## src/verilog/nvme_cfg_defs.svh

```systemverilog
// Stream widths, NVMe register map and bring-up constants
// Included by the package and by the request and completion blocks
`ifndef NVME_CFG_DEFS_SVH
`define NVME_CFG_DEFS_SVH

// ----------------------------------------------------------
// Stream widths
// ----------------------------------------------------------
`define NVME_DATA_W      128           // Requester and completer data
`define NVME_KEEP_W      4             // One bit per dword
`define NVME_RQ_USER_W   62

// Requester and completer IDs
`define NVME_REQ_ID      16'h0000      // Root port
`define NVME_CPL_ID      16'h0100      // Bus 1 device 0 function 0

// ----------------------------------------------------------
// BAR0 base and controller register offsets
// ----------------------------------------------------------
`define NVME_BAR0_LO     32'h0000_0000
`define NVME_BAR0_HI     32'h0000_0010

`define NVME_CC_OFS      8'h14         // Controller configuration
`define NVME_CSTS_OFS    8'h1C         // Controller status
`define NVME_AQA_OFS     8'h24         // Admin queue attributes
`define NVME_ASQ_OFS     8'h28         // Admin submission queue base
`define NVME_ACQ_OFS     8'h30         // Admin completion queue base

// Config space register numbers in dwords
`define NVME_CMD_REG     10'd1
`define NVME_BAR0_REG    10'd4
`define NVME_BAR1_REG    10'd5

// ----------------------------------------------------------
// Values written during bring-up
// ----------------------------------------------------------
`define NVME_CMD_VAL     32'h0000_0007 // Memory and IO space plus bus master
`define NVME_AQA_VAL     32'h000F_000F // 16 entries in each admin queue
`define NVME_ASQ_BASE    32'hFFFF_F100
`define NVME_ACQ_BASE    32'hFFFF_F200

// Completion beat fields
`define NVME_CPL_OK_BIT  30            // Request completed flag
`define NVME_RDY_BIT     96            // CSTS.RDY in first payload dword

`endif
```

## src/verilog/nvme_cfg_pkg.sv

```systemverilog
// Shared types of the NVMe configurator
// Vector typedefs, request and state enums, stream and command structs
`default_nettype none

`include "nvme_cfg_defs.svh"

package nvme_cfg_pkg;

  typedef logic [`NVME_DATA_W-1:0]    data_t;
  typedef logic [`NVME_KEEP_W-1:0]    keep_t;
  typedef logic [`NVME_RQ_USER_W-1:0] rq_user_t;
  typedef logic [31:0]                dw_t;
  typedef logic [63:0]                addr_t;
  typedef logic [3:0]                 be_t;

  // Requester request type codes
  typedef enum logic [3:0] {
    mem_rd  = 4'b0000,
    mem_wr  = 4'b0001,
    cfg_wr0 = 4'b1010
  } req_type_t;

  // Bring-up steps in issue order
  typedef enum logic [3:0] {
    cmd_reg        = 4'd0,
    bar_lo         = 4'd1,
    bar_hi         = 4'd2,
    cc_disable     = 4'd3,
    csts_wait_low  = 4'd4,
    aqa            = 4'd5,
    asq            = 4'd6,
    acq            = 4'd7,
    cc_enable      = 4'd8,
    csts_wait_high = 4'd9
  } step_t;

  typedef enum logic [2:0] {
    st_idle,
    st_issue,
    st_sending,
    st_wait_cpl,
    st_done
  } seq_state_t;

  // ----------------------------------------------------------
  // Stream beats and internal commands
  // ----------------------------------------------------------
  typedef struct packed {
    data_t    tdata;
    keep_t    tkeep;
    rq_user_t tuser;
    logic     tlast;
    logic     tvalid;
  } rq_beat_t;

  typedef struct packed {
    data_t tdata;
    logic  tlast;
    logic  tvalid;
  } rc_beat_t;

  typedef struct packed {
    logic  valid;   // One-cycle strobe
    step_t step;
  } req_cmd_t;

  typedef struct packed {
    logic valid;    // One-cycle pulse
    logic ok;
    logic rdy;
  } cpl_result_t;

endpackage

`default_nettype wire

```

## src/verilog/nvme_configurator.sv

```systemverilog
// Top level of the NVMe bring-up configurator
// Sequencer, request encoder and completion decoder
`default_nettype none

module nvme_configurator (
  input  wire logic                   user_clk,
  input  wire logic                   rst_n,
  input  wire logic                   link_up,
  input  wire logic                   start_config,   // Level
  input  wire nvme_cfg_pkg::rc_beat_t rc,
  output nvme_cfg_pkg::rq_beat_t      rq,
  output logic                        cfg_done
);

  nvme_cfg_pkg::req_cmd_t    req;        // Step strobe to encoder
  logic                      req_sent;   // Last beat of request out
  nvme_cfg_pkg::cpl_result_t cpl;

  // ----------------------------------------------------------
  // Blocks
  // ----------------------------------------------------------
  cfg_sequencer cfg_sequencer_i (
    .user_clk     (user_clk),
    .rst_n        (rst_n),
    .link_up      (link_up),
    .start_config (start_config),
    .req_sent     (req_sent),
    .cpl          (cpl),
    .req          (req),
    .cfg_done     (cfg_done)
  );

  rq_encoder rq_encoder_i (
    .user_clk (user_clk),
    .rst_n    (rst_n),
    .link_up  (link_up),
    .req      (req),
    .rq       (rq),
    .req_sent (req_sent)
  );

  rc_decoder rc_decoder_i (
    .user_clk (user_clk),
    .rst_n    (rst_n),
    .link_up  (link_up),
    .rc       (rc),
    .cpl      (cpl)
  );

endmodule

`default_nettype wire

```

## src/verilog/rc_decoder.sv

```systemverilog
// Requester completion decoder
// Turns each closing completion beat into a one-cycle result
`default_nettype none

`include "nvme_cfg_defs.svh"

module rc_decoder (
  input  wire logic                   user_clk,
  input  wire logic                   rst_n,
  input  wire logic                   link_up,
  input  wire nvme_cfg_pkg::rc_beat_t rc,
  output nvme_cfg_pkg::cpl_result_t   cpl
);

  logic cpl_beat;    // Last beat of a completion
  logic valid_q;
  logic ok_q;
  logic rdy_q;

  assign cpl_beat = rc.tvalid && rc.tlast;

  always_ff @(posedge user_clk or negedge rst_n) begin
    if (!rst_n)
      valid_q <= 1'b0;
    else if (!link_up)
      valid_q <= 1'b0;
    else
      valid_q <= cpl_beat;
  end

  always_ff @(posedge user_clk) begin
    if (cpl_beat) begin
      ok_q  <= rc.tdata[`NVME_CPL_OK_BIT];   // Request completed
      rdy_q <= rc.tdata[`NVME_RDY_BIT];      // Only meaningful for CSTS
    end
  end

  always_comb begin
    cpl.valid = valid_q;
    cpl.ok    = ok_q;
    cpl.rdy   = rdy_q;
  end

  // One request in flight, so completions never come back to back
  a_cpl_pulse: assert property (
    @(posedge user_clk) disable iff (!rst_n)
    cpl.valid |=> !cpl.valid
  );

endmodule

`default_nettype wire

```

## src/verilog/rq_encoder.sv

```systemverilog
// Requester request encoder
// Step table plus registered header and payload beat emitter
`default_nettype none

`include "nvme_cfg_defs.svh"

module rq_encoder (
  input  wire logic                   user_clk,
  input  wire logic                   rst_n,
  input  wire logic                   link_up,
  input  wire nvme_cfg_pkg::req_cmd_t req,
  output nvme_cfg_pkg::rq_beat_t      rq,
  output logic                        req_sent
);

  localparam nvme_cfg_pkg::addr_t bar0_base = {`NVME_BAR0_HI, `NVME_BAR0_LO};

  nvme_cfg_pkg::step_t     step_q;       // Step of the request in flight
  logic                    phase;        // Payload beat pending
  nvme_cfg_pkg::step_t     tbl_step;
  nvme_cfg_pkg::req_type_t tbl_type;
  logic [9:0]              tbl_reg;
  logic [7:0]              tbl_ofs;
  logic                    tbl_two_dw;
  nvme_cfg_pkg::dw_t       tbl_pay;
  logic [10:0]             dw_cnt;
  nvme_cfg_pkg::be_t       last_be;
  nvme_cfg_pkg::addr_t     hdr_addr;
  nvme_cfg_pkg::data_t     hdr_data;
  nvme_cfg_pkg::data_t     tdata_q;
  nvme_cfg_pkg::keep_t     tkeep_q;
  nvme_cfg_pkg::rq_user_t  tuser_q;
  logic                    tlast_q;
  logic                    tvalid_q;

  // ----------------------------------------------------------
  // Request table
  // ----------------------------------------------------------
  always_comb begin
    tbl_step   = phase ? step_q : req.step;
    tbl_type   = nvme_cfg_pkg::mem_wr;
    tbl_reg    = 10'd0;
    tbl_ofs    = 8'h00;
    tbl_two_dw = 1'b0;
    tbl_pay    = '0;
    case (tbl_step)
      nvme_cfg_pkg::cmd_reg: begin
        tbl_type = nvme_cfg_pkg::cfg_wr0;
        tbl_reg  = `NVME_CMD_REG;
        tbl_pay  = `NVME_CMD_VAL;
      end
      nvme_cfg_pkg::bar_lo: begin
        tbl_type = nvme_cfg_pkg::cfg_wr0;
        tbl_reg  = `NVME_BAR0_REG;
        tbl_pay  = `NVME_BAR0_LO;
      end
      nvme_cfg_pkg::bar_hi: begin
        tbl_type = nvme_cfg_pkg::cfg_wr0;
        tbl_reg  = `NVME_BAR1_REG;
        tbl_pay  = `NVME_BAR0_HI;
      end
      nvme_cfg_pkg::cc_disable: tbl_ofs = `NVME_CC_OFS;    // Writes CC.EN = 0
      nvme_cfg_pkg::csts_wait_low, nvme_cfg_pkg::csts_wait_high: begin
        tbl_type = nvme_cfg_pkg::mem_rd;
        tbl_ofs  = `NVME_CSTS_OFS;
      end
      nvme_cfg_pkg::aqa: begin
        tbl_ofs = `NVME_AQA_OFS;
        tbl_pay = `NVME_AQA_VAL;
      end
      nvme_cfg_pkg::asq: begin
        tbl_ofs    = `NVME_ASQ_OFS;
        tbl_two_dw = 1'b1;                     // 64-bit base, upper dword zero
        tbl_pay    = `NVME_ASQ_BASE;
      end
      nvme_cfg_pkg::acq: begin
        tbl_ofs    = `NVME_ACQ_OFS;
        tbl_two_dw = 1'b1;
        tbl_pay    = `NVME_ACQ_BASE;
      end
      nvme_cfg_pkg::cc_enable: begin
        tbl_ofs = `NVME_CC_OFS;
        tbl_pay = 32'h0000_0001;
      end
      default: ;
    endcase
  end

  // Header descriptor, tag fixed at zero
  always_comb begin
    dw_cnt  = tbl_two_dw ? 11'd2 : 11'd1;
    last_be = tbl_two_dw ? 4'b1111 : 4'b0000;
    if (tbl_type == nvme_cfg_pkg::cfg_wr0)
      hdr_addr = {52'd0, tbl_reg, 2'b00};
    else
      hdr_addr = bar0_base + nvme_cfg_pkg::addr_t'(tbl_ofs);
    hdr_data = {1'b0, 3'd0, 3'd0, 1'b1, `NVME_CPL_ID, 8'd0, `NVME_REQ_ID,
                1'b0, tbl_type, dw_cnt, hdr_addr};
  end

  // ----------------------------------------------------------
  // Beat registers
  // ----------------------------------------------------------
  always_ff @(posedge user_clk or negedge rst_n) begin
    if (!rst_n) begin
      tvalid_q <= 1'b0;
      tlast_q  <= 1'b0;
      req_sent <= 1'b0;
      phase    <= 1'b0;
    end else if (!link_up) begin
      tvalid_q <= 1'b0;
      tlast_q  <= 1'b0;
      req_sent <= 1'b0;
      phase    <= 1'b0;
    end else if (req.valid) begin
      tvalid_q <= 1'b1;                                  // Header beat
      tlast_q  <= (tbl_type == nvme_cfg_pkg::mem_rd);   // Read has no payload
      req_sent <= (tbl_type == nvme_cfg_pkg::mem_rd);
      phase    <= (tbl_type != nvme_cfg_pkg::mem_rd);
    end else if (phase) begin
      tvalid_q <= 1'b1;                                  // Payload beat
      tlast_q  <= 1'b1;
      req_sent <= 1'b1;
      phase    <= 1'b0;
    end else begin
      tvalid_q <= 1'b0;
      tlast_q  <= 1'b0;
      req_sent <= 1'b0;
    end
  end

  always_ff @(posedge user_clk) begin
    if (req.valid) begin
      step_q  <= req.step;
      tdata_q <= hdr_data;
      tkeep_q <= 4'b1111;
      tuser_q <= {{(`NVME_RQ_USER_W-8){1'b0}}, last_be, 4'b1111};
    end else if (phase) begin
      tdata_q <= nvme_cfg_pkg::data_t'(tbl_pay);
      tkeep_q <= tbl_two_dw ? 4'b0011 : 4'b0001;
      tuser_q <= '0;
    end
  end

  always_comb begin
    rq.tdata  = tdata_q;
    rq.tkeep  = tkeep_q;
    rq.tuser  = tuser_q;
    rq.tlast  = tlast_q;
    rq.tvalid = tvalid_q;
  end

  // Sequencer holds off the next request past the closing beat
  a_tlast_ends_request: assert property (
    @(posedge user_clk) disable iff (!rst_n)
    rq.tvalid && rq.tlast |=> !rq.tvalid
  );

endmodule

`default_nettype wire

```

## src/verilog/cfg_sequencer.sv

```systemverilog
// Bring-up FSM of the NVMe configurator
// Issues one step at a time and waits for the send or the completion
`default_nettype none

module cfg_sequencer (
  input  wire logic                      user_clk,
  input  wire logic                      rst_n,
  input  wire logic                      link_up,
  input  wire logic                      start_config,
  input  wire logic                      req_sent,
  input  wire nvme_cfg_pkg::cpl_result_t cpl,
  output nvme_cfg_pkg::req_cmd_t         req,
  output logic                           cfg_done
);

  nvme_cfg_pkg::seq_state_t state;
  nvme_cfg_pkg::step_t      step;        // Step being issued or awaited
  nvme_cfg_pkg::step_t      next_step;
  logic                     csts_step;   // Status poll step
  logic                     need_cpl;    // Non-posted request
  logic                     rdy_want;    // RDY value that ends a poll

  // ----------------------------------------------------------
  // Step attributes
  // ----------------------------------------------------------
  always_comb begin
    next_step = nvme_cfg_pkg::step_t'(step + 4'd1);
    csts_step = (step == nvme_cfg_pkg::csts_wait_low) ||
                (step == nvme_cfg_pkg::csts_wait_high);
    need_cpl  = csts_step ||
                (step == nvme_cfg_pkg::cmd_reg) ||
                (step == nvme_cfg_pkg::bar_lo) ||
                (step == nvme_cfg_pkg::bar_hi);
    rdy_want  = (step == nvme_cfg_pkg::csts_wait_high);
  end

  // ----------------------------------------------------------
  // State machine
  // ----------------------------------------------------------
  always_ff @(posedge user_clk or negedge rst_n) begin
    if (!rst_n) begin
      state    <= nvme_cfg_pkg::st_idle;
      step     <= nvme_cfg_pkg::cmd_reg;
      req      <= '0;
      cfg_done <= 1'b0;
    end else if (!link_up) begin
      state    <= nvme_cfg_pkg::st_idle;   // Link loss restarts bring-up
      step     <= nvme_cfg_pkg::cmd_reg;
      req      <= '0;
      cfg_done <= 1'b0;
    end else begin
      req.valid <= 1'b0;
      case (state)
        nvme_cfg_pkg::st_idle: begin
          if (start_config) begin
            step  <= nvme_cfg_pkg::cmd_reg;
            state <= nvme_cfg_pkg::st_issue;
          end
        end

        nvme_cfg_pkg::st_issue: begin
          req.valid <= 1'b1;
          req.step  <= step;
          state     <= nvme_cfg_pkg::st_sending;
        end

        nvme_cfg_pkg::st_sending: begin
          if (req_sent) begin
            if (need_cpl) begin
              state <= nvme_cfg_pkg::st_wait_cpl;
            end else begin
              step  <= next_step;              // Posted write
              state <= nvme_cfg_pkg::st_issue;
            end
          end
        end

        // A completion without the completed flag is dropped
        nvme_cfg_pkg::st_wait_cpl: begin
          if (cpl.valid && cpl.ok) begin
            if (!csts_step) begin
              step  <= next_step;
              state <= nvme_cfg_pkg::st_issue;
            end else if (cpl.rdy != rdy_want) begin
              state <= nvme_cfg_pkg::st_issue;   // Poll CSTS again
            end else if (step == nvme_cfg_pkg::csts_wait_high) begin
              state    <= nvme_cfg_pkg::st_done;
              cfg_done <= 1'b1;
            end else begin
              step  <= next_step;
              state <= nvme_cfg_pkg::st_issue;
            end
          end
        end

        nvme_cfg_pkg::st_done: begin
          cfg_done <= 1'b1;                    // Held until reset or link loss
        end

        default: begin
          state <= nvme_cfg_pkg::st_idle;
        end
      endcase
    end
  end

  // ----------------------------------------------------------
  // Checks
  // ----------------------------------------------------------
  a_req_from_issue: assert property (
    @(posedge user_clk) disable iff (!rst_n)
    $rose(req.valid) |-> $past(state) == nvme_cfg_pkg::st_issue
  );

  // Encoder must never report a send while nothing is outstanding
  a_no_sent_in_idle: assert property (
    @(posedge user_clk) disable iff (!rst_n)
    req_sent |-> state != nvme_cfg_pkg::st_idle
  );

endmodule

`default_nettype wire

```

## config.mk

```make
export PLATFORM = sky130hd
export DESIGN_NAME = nvme_configurator
export DESIGN_NICKNAME = d
export VERILOG_FILES = /design/src/verilog/nvme_cfg_pkg.sv /design/src/verilog/nvme_configurator.sv /design/src/verilog/rc_decoder.sv /design/src/verilog/rq_encoder.sv /design/src/verilog/cfg_sequencer.sv
export VERILOG_INCLUDE_DIRS = /design/src /design/src/verilog
export SDC_FILE = /design/constraint.sdc
export NUM_CORES = 1
export LEC_CHECK = 0
export BUFFER_PORTS_ARGS = -buffer_cell sky130_fd_sc_hd__buf_2
export CAP_MARGIN = 20
export CORE_AREA = 3 3 128 130
export CTS_CLUSTER_SIZE = 20
export DETAILED_ROUTE_END_ITERATION = 10
export DIE_AREA = 0 0 131 133
export SETUP_SLACK_MARGIN = 0.5
export SLEW_MARGIN = 10
export SYNTH_ARGS = -nofsm -noshare
export SYNTH_HDL_FRONTEND = slang
export SYNTH_SLANG_ARGS = --single-unit
```

## constraint.sdc

```tcl
create_clock -name user_clk -period 1.7 [get_ports user_clk]
set_input_delay 0.51 -clock user_clk [delete_from_list [all_inputs] [get_ports user_clk]]
set_output_delay 0.51 -clock user_clk [all_outputs]
set_load 0.01 [all_outputs]
```

==> results.sh <==
export IMPL_rows=45
export IMPL_finalNonFillerCells=656
export IMPL_yosysWarnings=0
export IMPL_numCtsBuffers=5
export IMPL_worst_skew_pair_late_latency_ns=0.29
export IMPL_cp_required_ns=1.86
export IMPL_cts_sinks=41
export IMPL_cts_path_max_buffers=2
export IMPL_layout_cells_most_common="conb_1"
export IMPL_core_region_area_mm2=0.0153
export IMPL_area_sequential_mm2=0.00113
export IMPL_clock_tree_htree_level_count=2
export IMPL_dr_total_vias=2236
export IMPL_io_buffers=57
export IMPL_final_min_period_over_clock_period_pct=105
export IMPL_grt_pass1_wl_um=9610
export IMPL_num_antenna_cells=0
export IMPL_cts_hold_fix_buffers=0
export IMPL_first_global_vias=1852
export IMPL_syn_cell_area_mm2=0.00344
export IMPL_synth_instances=361
export IMPL_placed_area_mm2=0.00348
export IMPL_drive_gt1_share_pct=44.5
export IMPL_worst_path_max_fanout=4
export IMPL_cts_root_buffer="clkbuf_16"
export IMPL_die_height_um=133
export IMPL_synth_area_per_cell_um2=9.52
export IMPL_failed_checks="negative setup slack"
export IMPL_global_router_s_overall_resource_usage_pct=6.97
export IMPL_ir_worst_vdd_v=0.000401
export IMPL_crit_path_kind="register to register"
export IMPL_final_design_utilization_pct=29.2
export IMPL_final_hold_viol_count=0
export IMPL_design_area_mm2=0.00445
export IMPL_synth_seq_cells=41
export IMPL_leakage_nw=2.07
export IMPL_worst_endpoint_arrival_ns=1.94
export IMPL_launching_element_of_the_worst_setup_path="cfg_sequencer_i.step[0]$_DFFE_PN0P_"
export IMPL_final_antenna_net_count=0
export IMPL_timing_fmax_mhz=561
export IMPL_fp_dieArea_mm2=0.0174
export IMPL_final_setup_skew_ns=0.00553
export IMPL_number_of_nets_in_the_final_layout=584
export IMPL_ys_dominant_reg_cell="edfxtp_1"
export IMPL_initial_utilization_pct=22.5
export IMPL_maxCapViolations=0
export IMPL_place_ws_ns=-0.0988
export IMPL_synth_yosys_seq_area_share_pct=32.8
export IMPL_synth_async_reset_ratio_pct=41.5
export IMPL_timing_hold_ws_ns=0.160
export IMPL_clkSlewWorstSetupHoldPaths_ns=0.06
export IMPL_avgRoutedWirePerCell_um=10.9
export IMPL_layout_filler_cells=1584
export IMPL_multi_input_area_mm2=0.00181
export IMPL_crit_path_end_kind="register"
export IMPL_pwr_density_cell_mw_per_mm2=857
export IMPL_reg2reg_from="cfg_sequencer_i.step[0]$_DFFE_PN0P_"
export IMPL_setup_viol=6
export IMPL_fin_setup_tns_ns=-0.248
export IMPL_post_route_drc_count=0
export IMPL_routabilityCongestion=0.761
export IMPL_post_layout_total_power_mw=3.81
export IMPL_io_pin_count=331
export IMPL_first_pass_iters=4
export IMPL_min_path_type="primary input to asynchronous set/reset pin"
export IMPL_area_delta_synth_final_pct=29.4
export IMPL_post_route_min_period_ns=1.78
export IMPL_dr_first_iter_drc_count=67
export IMPL_via_per_inst=3.41
export IMPL_synth_edff_count=22
export IMPL_yosys_cell_types_count=55
export IMPL_status="complete, but fails checks"
export IMPL_die_width_um=131
export IMPL_timing_final_ws_setup_ns=-0.0831
export IMPL_number_of_cells_in_the_design_after_placement=614
export IMPL_tritoncts="yes"
export IMPL_grt_setup_unrepaired="true"
export IMPL_report_final_slew_viol_count=0
export IMPL_wirelength_um=7140
export IMPL_maximum_number_of_pins_on_one_net_before_global_route_repair=20
export IMPL_grt_antenna_before_repair=0
export IMPL_setup_worst_path_start_class="register"
export IMPL_grt_overflow=0
export IMPL_hpwlAfterDp_um=4890
export IMPL_top_library_cells_by_usage_in_the_layout_fill_and_taps_aside="147 x conb_1, 48 x buf_6, 32 x buf_4"
layout make-up:
class	count	share of cell area (%)
tap	211	5.93
inverter	6	0.562
timing repair buffer	117	24.1
clock buffer	5	2.81
sequential	41	25.5
clock inverter	3	0.394
multi-input combinational	273	40.7
critical path, stage by stage, from the launching register on:
cell and delay, ns:
dfrtp_1 0.42, ha_4 0.18, and3b_2 0.24, ha_4 0.29, nand3_2 0.07, a31oi_4 0.17, or2_4 0.18, o2111ai_2 0.10
Yosys cell counts, types with 2 or more instances:
| cell type | count | area share (%) |
|---|---|---|
| buf_4 | 179 | 39 |
| edfxtp_1 | 22 | 19 |
| nand2_1 | 18 | 2.0 |
| dfrtp_1 | 17 | 12 |
| nor2_1 | 11 | 1.2 |
| a21oi_1 | 7 | 1.0 |
| mux2i_1 | 7 | 2.0 |
| nand3_1 | 7 | 1.0 |
| o21ai_0 | 7 | 1.0 |
| ha_1 | 6 | 2.2 |
| nor2b_1 | 6 | 1.1 |
| and3_1 | 5 | 0.91 |
| inv_1 | 5 | 0.55 |
| buf_6 | 4 | 1.3 |
| a31oi_1 | 3 | 0.55 |
| and2_1 | 3 | 0.55 |
| mux2_2 | 3 | 0.98 |
| nor3b_1 | 3 | 0.65 |
| and2b_2 | 2 | 0.51 |
| buf_2 | 2 | 0.29 |
| conb_1 | 2 | 0.22 |
| dfxtp_1 | 2 | 1.2 |
| nand4_1 | 2 | 0.36 |
| nor3_1 | 2 | 0.29 |
| nor4_1 | 2 | 0.36 |
| o211ai_1 | 2 | 0.44 |
| o21a_1 | 2 | 0.44 |
| o2bb2ai_1 | 2 | 0.51 |
| o31ai_1 | 2 | 0.44 |
cell families after synthesis:
family	count (synthesis)	share of synthesized area, %
compound gates	38	8.08
xor+xnor	1	0.255
fa+ha+maj	6	2.18
buf+inv	192	41.4
flops	41	32.8
mux	12	4.08
other cells	2	0.218
simple gates	69	11.0
state kept, by name, indices dropped and copies added, names as in the netlist, 3 cells and up:
name                   cells
rq_encoder_i.tdata_q      16
cfg_sequencer_i.req        5
cfg_sequencer_i.step       4
rq_encoder_i.step_q        4
cfg_sequencer_i.state      3
layer usage:
| metal | GRT usage, % | part of all wire, % | wire length, um | up-vias |
|---|---|---|---|---|
| met3 | 2.91 | 9.8 | 698 | 6 |
| met1 | 9.07 | 40 | 2830 | 1039 |
| li1 | - | - | - | 1042 |
| met5 | 0 | 0 | 0 | - |
| met2 | 10.9 | 50 | 3560 | 149 |
| met4 | 1.26 | 0.80 | 57 | 0 |
repair_timing:
action,4_1_cts,5_1_grt
gates resized for setup,76,33
buffers inserted,18,16
pin swaps,16,16
endpoints found under the setup margin,98,97
where the power goes:
part | switching (mW) | leakage [nW] | internal, mW
clock | 0.397 | 0.0712 | 0.539
combinational | 0.786 | 1.55 | 0.811
sequential | 0.0907 | 0.452 | 1.19
final timing paths:
kind | end | slack [ns] | depth (start not counted)
setup / recovery | cfg_sequencer_i.step[3]$_DFFE_PN0P_ | -0.08 | 7
hold / removal | cfg_sequencer_i.req[2]$_DFFE_PN0P_ | 0.16 | 1
setup reg to reg | cfg_sequencer_i.step[3]$_DFFE_PN0P_ | -0.08 | 7
hold reg to reg | rq_encoder_i.tkeep_q[1]$_SDFFE_PP1P_ | 0.50 | 2
max in group asynchronous | cfg_sequencer_i.state[1]$_DFFE_PN0P_ | 1.21 | 1
min in group user_clk | rc_decoder_i.ok_q$_DFFE_PP_ | 0.40 | 1
(Power assumes the default switching activity.)
